`config.mk`:
```
export PLATFORM = sky130hd
export DESIGN_NAME = valu_top
export DESIGN_NICKNAME = d
export VERILOG_FILES = /design/src/valu_pkg.sv /design/src/valu_decode.sv /design/src/valu_bitwise_unit.sv /design/src/valu_add_unit.sv /design/src/valu_collect.sv /design/src/valu_top.sv
export SDC_FILE = /design/constraint.sdc
export NUM_CORES = 2
export LEC_CHECK = 0
export BUFFER_PORTS_ARGS = -buffer_cell sky130_fd_sc_hd__buf_2
export CAP_MARGIN = 20
export CORE_AREA = 2 2 305 382
export DETAILED_ROUTE_END_ITERATION = 6
export DIE_AREA = 0 0 307 384
export MAX_ROUTING_LAYER = met4
export PLACE_DENSITY_LB_ADDON = 0.2
export RECOVER_POWER = 25
export SLEW_MARGIN = 20
export SYNTH_ARGS = -nofsm -noshare
export SYNTH_HDL_FRONTEND = slang
export SYNTH_SLANG_ARGS = --single-unit
```
`constraint.sdc`:
```
create_clock -name clk -period 5.05 [get_ports clk]
set_clock_uncertainty 0.05 [all_clocks]
set_input_delay 0.505 -clock clk [delete_from_list [all_inputs] [get_ports clk]]
set_output_delay 0.505 -clock clk [all_outputs]
set_load 0.02 [all_outputs]
```
`src/valu_pkg.sv`:
```
package valu_pkg;

    localparam int DATA_W   = 64;
    localparam int BE_W     = DATA_W / 8;
    localparam int FUNC_W   = 6;
    localparam int RESP_LAT = 3;   // decode + unit + collect

    typedef enum logic [1:0] {
        SEW8  = 2'd0,
        SEW16 = 2'd1,
        SEW32 = 2'd2,
        SEW64 = 2'd3
    } sew_e;

    // op_mnr codes of the vector-integer formats
    localparam logic [2:0] OPIVV = 3'd0;
    localparam logic [2:0] OPIVI = 3'd3;
    localparam logic [2:0] OPIVX = 3'd4;

    typedef struct packed {
        logic [3:0] grp;   // 0010 = logical ops
        logic [1:0] sel;   // and / or / xor
    } func_grp_t;

    typedef struct packed {
        logic [2:0] cls;   // 000 = add/sub/min/max
        logic [2:0] sub;
    } func_cls_t;

    typedef union packed {
        func_grp_t g;
        func_cls_t c;
    } func_id_u;

    localparam logic [FUNC_W-1:0] F_MERGE = 6'b010111;   // vmerge / vmv.v

    typedef enum logic [2:0] {
        AND,
        OR,
        XOR,
        MOVE,
        MERGE
    } bit_op_e;

    typedef enum logic [2:0] {
        ADD,
        SUB,
        RSUB,
        MINU,
        MIN,
        MAXU,
        MAX
    } add_op_e;

    typedef struct packed {
        sew_e            sew;
        logic [BE_W-1:0] be;
        logic            first;
        logic            last;
    } side_t;

    typedef struct packed {
        logic    bit_en;
        logic    add_en;
        bit_op_e bit_op;
        add_op_e add_op;
        sew_e    sew;
    } issue_t;

    typedef struct packed {
        logic              valid;
        logic [DATA_W-1:0] data;
    } unit_out_t;

endpackage

```
`src/valu_decode.sv`:
```
module valu_decode #(
    parameter int ADDR_WIDTH = 32
) (
    input  logic                          clk,
    input  logic                          rst,
    input  logic                          req_valid,
    input  logic [2:0]                    req_op_mnr,
    input  logic [valu_pkg::FUNC_W-1:0]   req_func_id,
    input  valu_pkg::sew_e                req_sew,
    input  logic [valu_pkg::DATA_W-1:0]   req_data0,
    input  logic [valu_pkg::DATA_W-1:0]   req_data1,
    input  logic [ADDR_WIDTH-1:0]         req_addr,
    input  logic [valu_pkg::BE_W-1:0]     req_be,
    input  logic                          req_start,
    input  logic                          req_end,
    input  logic                          req_mask,
    output valu_pkg::issue_t              issue,
    output logic [valu_pkg::DATA_W-1:0]   op0,
    output logic [valu_pkg::DATA_W-1:0]   op1,
    output valu_pkg::side_t               side0,
    output logic [ADDR_WIDTH-1:0]         addr0
);
    import valu_pkg::*;

    func_id_u fid;
    logic     is_int;
    logic     bit_hit;
    logic     add_hit;
    bit_op_e  bit_op_n;
    add_op_e  add_op_n;

    assign fid    = req_func_id;
    assign is_int = (req_op_mnr == OPIVV) || (req_op_mnr == OPIVI) || (req_op_mnr == OPIVX);

    always_comb begin
        bit_hit  = 1'b0;
        add_hit  = 1'b0;
        bit_op_n = AND;
        add_op_n = ADD;
        if (req_valid && is_int) begin
            if (req_func_id == F_MERGE) begin
                bit_hit = 1'b1;
                if (req_mask) begin
                    bit_op_n = MOVE;   // vmv.v, unmasked form
                end else begin
                    bit_op_n = MERGE;
                end
            end else if (fid.g.grp == 4'b0010 && fid.g.sel != 2'b00) begin
                bit_hit = 1'b1;
                case (fid.g.sel)
                    2'b01:   bit_op_n = AND;
                    2'b10:   bit_op_n = OR;
                    default: bit_op_n = XOR;
                endcase
            end else if (fid.c.cls == 3'b000) begin
                add_hit = 1'b1;
                case (fid.c.sub)
                    3'd0:    add_op_n = ADD;
                    3'd2:    add_op_n = SUB;
                    3'd3:    add_op_n = RSUB;
                    3'd4:    add_op_n = MINU;
                    3'd5:    add_op_n = MIN;
                    3'd6:    add_op_n = MAXU;
                    3'd7:    add_op_n = MAX;
                    default: add_hit  = 1'b0;   // sub 1 is reserved
                endcase
            end
        end
    end

    always_ff @(posedge clk) begin
        if (rst) begin
            issue <= '0;
            side0 <= '0;
            addr0 <= '0;
        end else begin
            issue.bit_en <= bit_hit;
            issue.add_en <= add_hit;
            issue.bit_op <= bit_op_n;
            issue.add_op <= add_op_n;
            issue.sew    <= req_sew;
            if (bit_hit || add_hit) begin
                side0.sew   <= req_sew;
                side0.be    <= req_be;
                side0.first <= req_start;
                side0.last  <= req_end;
                addr0       <= req_addr;
            end else begin
                side0 <= '0;   // no response, so no sideband either
                addr0 <= '0;
            end
        end
    end

    always_ff @(posedge clk) begin
        op0 <= req_data0;
        op1 <= req_data1;
    end

endmodule

```
`src/valu_bitwise_unit.sv`:
```
module valu_bitwise_unit (
    input  logic                          clk,
    input  logic                          rst,
    input  valu_pkg::issue_t              issue,
    input  logic [valu_pkg::DATA_W-1:0]   op0,
    input  logic [valu_pkg::DATA_W-1:0]   op1,
    input  logic [valu_pkg::BE_W-1:0]     be,
    output valu_pkg::unit_out_t           res
);
    import valu_pkg::*;

    logic [DATA_W-1:0] merged;
    logic [DATA_W-1:0] result;

    // byte-wise select for vmerge
    always_comb begin
        for (int b = 0; b < BE_W; b++) begin
            merged[b*8 +: 8] = be[b] ? op0[b*8 +: 8] : op1[b*8 +: 8];
        end
    end

    always_comb begin
        case (issue.bit_op)
            AND:     result = op1 & op0;
            OR:      result = op1 | op0;
            XOR:     result = op1 ^ op0;
            MOVE:    result = op0;   // vs1 / scalar / imm straight through
            MERGE:   result = merged;
            default: result = '0;
        endcase
    end

    always_ff @(posedge clk) begin
        if (rst) begin
            res <= '0;
        end else begin
            res.valid <= issue.bit_en;
            res.data  <= issue.bit_en ? result : '0;   // zero so collect can OR
        end
    end

endmodule

```
`src/valu_add_unit.sv`:
```
module valu_add_unit (
    input  logic                          clk,
    input  logic                          rst,
    input  valu_pkg::issue_t              issue,
    input  logic [valu_pkg::DATA_W-1:0]   op0,
    input  logic [valu_pkg::DATA_W-1:0]   op1,
    output valu_pkg::unit_out_t           res
);
    import valu_pkg::*;

    logic [3:0][DATA_W-1:0] lane;   // one full result word per sew

    for (genvar s = 0; s < 4; s++) begin : g_sew
        localparam int EW = 8 << s;

        for (genvar e = 0; e < DATA_W / EW; e++) begin : g_elem
            logic [EW-1:0] a;
            logic [EW-1:0] b;
            logic [EW-1:0] y;
            logic          lt_u;
            logic          lt_s;

            assign a    = op1[e*EW +: EW];   // vs2
            assign b    = op0[e*EW +: EW];   // vs1
            assign lt_u = a < b;
            assign lt_s = $signed(a) < $signed(b);

            // carries stay inside the element, sums wrap at EW bits
            always_comb begin
                case (issue.add_op)
                    ADD:     y = a + b;
                    SUB:     y = a - b;
                    RSUB:    y = b - a;
                    MINU:    y = lt_u ? a : b;
                    MIN:     y = lt_s ? a : b;
                    MAXU:    y = lt_u ? b : a;
                    MAX:     y = lt_s ? b : a;
                    default: y = '0;
                endcase
            end

            assign lane[s][e*EW +: EW] = y;
        end
    end

    always_ff @(posedge clk) begin
        if (rst) begin
            res <= '0;
        end else begin
            res.valid <= issue.add_en;
            res.data  <= issue.add_en ? lane[issue.sew] : '0;
        end
    end

endmodule

```
`src/valu_collect.sv`:
```
module valu_collect #(
    parameter int ADDR_WIDTH = 32
) (
    input  logic                          clk,
    input  logic                          rst,
    input  valu_pkg::unit_out_t           bit_res,
    input  valu_pkg::unit_out_t           add_res,
    input  valu_pkg::side_t               side0,
    input  logic [ADDR_WIDTH-1:0]         addr0,
    output logic                          resp_valid,
    output logic [valu_pkg::DATA_W-1:0]   resp_data,
    output logic [ADDR_WIDTH-1:0]         resp_addr,
    output logic [valu_pkg::BE_W-1:0]     resp_be,
    output valu_pkg::sew_e                resp_sew,
    output logic                          resp_start,
    output logic                          resp_end
);
    import valu_pkg::*;

    side_t                 side1;   // lines up with the unit stage
    logic [ADDR_WIDTH-1:0] addr1;

    always_ff @(posedge clk) begin
        if (rst) begin
            side1 <= '0;
            addr1 <= '0;
        end else begin
            side1 <= side0;
            addr1 <= addr0;
        end
    end

    always_ff @(posedge clk) begin
        if (rst) begin
            resp_valid <= 1'b0;
            resp_data  <= '0;
            resp_addr  <= '0;
            resp_be    <= '0;
            resp_sew   <= SEW8;
            resp_start <= 1'b0;
            resp_end   <= 1'b0;
        end else begin
            // at most one unit is active, the other one drives zeros
            resp_valid <= bit_res.valid | add_res.valid;
            resp_data  <= bit_res.data | add_res.data;
            resp_addr  <= addr1;
            resp_be    <= side1.be;
            resp_sew   <= side1.sew;
            resp_start <= side1.first;
            resp_end   <= side1.last;
        end
    end

endmodule

```
`src/valu_top.sv`:
```
module valu_top #(
    parameter int ADDR_WIDTH = 32
) (
    input  logic                          clk,
    input  logic                          rst,
    input  logic                          req_valid,
    input  logic [2:0]                    req_op_mnr,
    input  logic [valu_pkg::FUNC_W-1:0]   req_func_id,
    input  valu_pkg::sew_e                req_sew,
    input  logic [valu_pkg::DATA_W-1:0]   req_data0,
    input  logic [valu_pkg::DATA_W-1:0]   req_data1,
    input  logic [ADDR_WIDTH-1:0]         req_addr,
    input  logic [valu_pkg::BE_W-1:0]     req_be,
    input  logic                          req_start,
    input  logic                          req_end,
    input  logic                          req_mask,
    output logic                          resp_valid,
    output logic [valu_pkg::DATA_W-1:0]   resp_data,
    output logic [ADDR_WIDTH-1:0]         resp_addr,
    output logic [valu_pkg::BE_W-1:0]     resp_be,
    output valu_pkg::sew_e                resp_sew,
    output logic                          resp_start,
    output logic                          resp_end
);
    import valu_pkg::*;

    issue_t                issue;
    logic [DATA_W-1:0]     op0;
    logic [DATA_W-1:0]     op1;
    side_t                 side0;
    logic [ADDR_WIDTH-1:0] addr0;
    unit_out_t             bit_res;
    unit_out_t             add_res;

    valu_decode #(
        .ADDR_WIDTH (ADDR_WIDTH)
    ) u_decode (
        .clk         (clk),
        .rst         (rst),
        .req_valid   (req_valid),
        .req_op_mnr  (req_op_mnr),
        .req_func_id (req_func_id),
        .req_sew     (req_sew),
        .req_data0   (req_data0),
        .req_data1   (req_data1),
        .req_addr    (req_addr),
        .req_be      (req_be),
        .req_start   (req_start),
        .req_end     (req_end),
        .req_mask    (req_mask),
        .issue       (issue),
        .op0         (op0),
        .op1         (op1),
        .side0       (side0),
        .addr0       (addr0)
    );

    valu_bitwise_unit u_bitwise (
        .clk   (clk),
        .rst   (rst),
        .issue (issue),
        .op0   (op0),
        .op1   (op1),
        .be    (side0.be),   // merge mask
        .res   (bit_res)
    );

    valu_add_unit u_add (
        .clk   (clk),
        .rst   (rst),
        .issue (issue),
        .op0   (op0),
        .op1   (op1),
        .res   (add_res)
    );

    valu_collect #(
        .ADDR_WIDTH (ADDR_WIDTH)
    ) u_collect (
        .clk        (clk),
        .rst        (rst),
        .bit_res    (bit_res),
        .add_res    (add_res),
        .side0      (side0),
        .addr0      (addr0),
        .resp_valid (resp_valid),
        .resp_data  (resp_data),
        .resp_addr  (resp_addr),
        .resp_be    (resp_be),
        .resp_sew   (resp_sew),
        .resp_start (resp_start),
        .resp_end   (resp_end)
    );

endmodule

```
==> run summary <==
status: complete, but fails checks
violated checks: design-rule violations
M1 WL: 82,300 um
Setup WS pre-CTS: -566 ps
Setup WS post-layout: 31.4 ps
Tot GR Track Use: 36.3%
Synth cell types: 94
Psw: 4.53 mW
# fillers: 11,700
Core ar.: 0.114 mm2
Synth area leader: dfxtp_1
Non-Filler Instances: 7,702
Hold Vio Cnt, Final: 0
sequential cell area: 0.00933 mm2
Pwr Density: 239 mW/mm2
TritonCTS buffer count: 52
Mapped Cells: 5,149
clk sink count: 465
Final setup viols: 0
unrepaired setup endpoints after global routing: yes
Avg Inst Size Synth: 7.71 um2
drt pass-1 iters: 7
H-tree depth: 2
Worst Path Max Fanout: 3
Synth top area share: 23.4%
DR WL/cell: 28.0 um
max-slew violation count: 0
Synth area leaders: dfxtp_1 (23%), ha_1 (11%), xnor2_1 (7.9%)
DIE AREA: 0.118 mm2
switching share of power: 36.0%
Vert. Die Dim: 384 um
required time of the critical path: 5580 ps
Synth Register Bits: 465
max cap viols: 0
Met2 Wirelength: 99,800 um
Crit Path Category: reg -> reg
first-pass GRT wire length: 307,000 um
Synth warnings: 0
Leakage: 22.7 nW
clk slew on worst S/H paths: 60 ps
Tightest Pin Transition: 1160 ps
Avg Vias per Cell: 5.93
Final ANT Viol Nets: 0
Net Count, Synth: 5,708
Clock power frac: 33.6%
CTS tree: built
CP Launch Type: flop
drc violations: 4
Die Span X: 307 um
Setup crit end kind: flop
top routing layer used: met4
# port buffers: 293
cell row count: 139
grt ovf: 0
DP Wirelength: 169,000 um
clock root buffer: clkbuf_16
sequential area share after synthesis: 23.4%
routed length on met3: 14,500 um
Worst-Skew Late Latency: 690 ps
Final #Nets: 6,735
EDFF count, synth: 0
Int Pwr: 8.04 mW
Relative slew margins: 22.4%
Post-Place Cells: 7,409
via count: 45,700
final worst path period share: 99.4%
GP Congestion: 1.05
Max rail drop VDD: 0.402 mV
Area Growth Syn to Fin: 32.3%
DRT iter0 DRCs: 4,650
vias in the first global route: 45,000
largest net degree at the start of global routing: 100
antenna violations before repair: 5
total I/O pin count: 294
fin crit period: 5020 ps
clock buffer depth: 3
ys async rst share: 0%
Worst Hold Class: in -> reg
Fmax: 0.199 GHz
Main synth FF type: dfxtp_1
Gate power share: 36.2%
Syn Std Cell Area: 0.0397 mm2
area of the multi-input gates: 0.0285 mm2
sequential share of power: 30.3%
Critical Path AT: 5550 ps
Starting Density: 34.7%
drt total wl: 216,000 um
share of cells above drive strength 1: 22.6%
area by class of cell:
type,count,share of cell area (%)
clock inverters,32,0.907
multi-input cells,4048,54.3
well taps,1480,3.52
repair buffers,1318,18.7
flip-flops and latches,465,17.8
diodes,2,0.00953
clock buffers,66,2.71
inverters,291,2.08
sequential cells by signal, summed over array words and instances, names as in the netlist:
register	flops
u_decode.op0	64
u_collect.resp_start	1
u_collect.resp_end	1
u_collect.resp_data	64
u_collect.resp_be	8
u_collect.addr1	32
u_decode.side0	12
u_collect.resp_sew	2
u_add.res	65
u_decode.op1	64
u_collect.side1	12
u_decode.addr0	32
u_decode.issue	10
u_collect.resp_addr	32
u_collect.resp_valid	1
u_bitwise.res	65
critical path: stages (launching register included):
cell and delay [ps]:
dfxtp_2 330, inv_2 80, ha_4 150, nand2_4 60, nor4_4 190, buf_4 160, nand2_4 70, nor4_4 130
buf_4 190, nor2b_4 170, buf_6 110, nor2_2 30, xnor2_1 120, ha_1 310, a21o_1 190, a31o_4 210
a2111o_1 450, a221o_1 340, a31oi_1 180, buf_4 190, buf_6 100, o31a_1 250, o31ai_2 100, xnor2_1 160
buf_4 150, nand2_2 50, a31oi_1 170, and3_1 170
path summary, 6_finish.rpt:
check / startpoint / to / slack (ps) / depth (start not counted)
worst max register to register: u_decode.op1[1] / u_add.res[53] / 30 / 27
worst min register to register: u_collect.side1[3] / u_collect.resp_be[1] / 380 / 1
worst min-delay path: req_func_id[2] / u_decode.issue[4] / 80 / 3
worst max-delay path: u_decode.op1[1] / u_add.res[53] / 30 / 27
cell usage after synthesis (85+ instances only):
| cell type | instances |
|---|---|
| dfxtp_1 | 465 |
| o21ai_0 | 362 |
| xnor2_1 | 356 |
| nand3_1 | 85 |
| nor3_1 | 108 |
| a21oi_1 | 373 |
| nor2b_1 | 182 |
| a221oi_1 | 137 |
| ha_1 | 358 |
| clkbuf_1 | 281 |
| nor2_1 | 475 |
| nand2_1 | 358 |
| a21o_1 | 118 |
| inv_1 | 280 |
repair_timing:
item	CTS	global route
pin swaps	15	46
hold buffers	173	0
buffers inserted	3	18
hold endpoints to repair	175	0
setup endpoints to repair	35	32
gates resized for setup	39	88
cells by family (layout without fill, tap and decap cells):
logic type	count (synthesis)	count (layout)	share of synthesized area (%)
and+or+nand+nor	1481	1481	17.8
buffers and inverters	636	1707	6.20
xor gates and xnor gates	428	428	9.48
muxes	80	80	2.04
AOI/OAI and AO/OA	1685	1685	29.0
DFF	465	465	23.4
other	0	2	0
adders and majority gates	374	374	12.1
per-layer routing:
| metal | vias up | global-route usage, % |
|---|---|---|
| met5 | - | - |
| met4 | 0 | 26.8 |
| met3 | 741 | 4.53 |
| met2 | 2309 | 59.1 |
| met1 | 21900 | 41.0 |
| li1 | 20800 | - |
placed cells by master (no fill, tap or decap), drive strengths merged, types with 17 or more instances in the layout:
master       count
o21ai          374
ha             358
o31ai           55
o31a            25
nor2           476
a221oi         142
o21a            25
a222oi          68
xor2            71
and3            28
nand2b          56
or3             18
a211o           26
and2            17
a22oi           26
clkbuf          74
a21o           119
o22ai           55
xnor2          356
a211oi          46
nand4           56
clkinv          17
dfxtp          465
nand3           85
o21bai          43
o221ai          63
nor2b          182
nor3           108
nand2          358
nor4            51
dlygate4sd3    173
mux2i           76
a21oi          376
a221o           36
a31oi           43
o211ai          34
inv            296
buf           1137
power groups by stage:
stage / sequential (mW) / combinational [mW] / clock, mW
floorplan: 3.89 / 2.43 / 0
global placement: 3.88 / 4.23 / 0
detailed placement: 3.88 / 4.23 / 0
CTS: 3.80 / 4.38 / 4.32
global route: 3.81 / 4.82 / 4.45
finish: 3.80 / 4.54 / 4.22
stage by stage:
step / power (mW) / area (um2) / util [%] / hold WS (ps) / setup TNS [ps]
finish: 12.6 / 52500 / 45.9 / 77.7 / 0
global route: 13.1 / 52500 / 45.9 / 89.5 / -1360
CTS: 12.5 / 52000 / 45.5 / 33.1 / 0
detailed placement: 8.11 / 48200 / 42.2 / 370 / -4960
global placement: 8.11 / 48200 / 42.1 / 364 / -3900
floorplan: 6.32 / 39700 / - / 361 / 0
No activity file was read; power rests on OpenSTA's default activity.
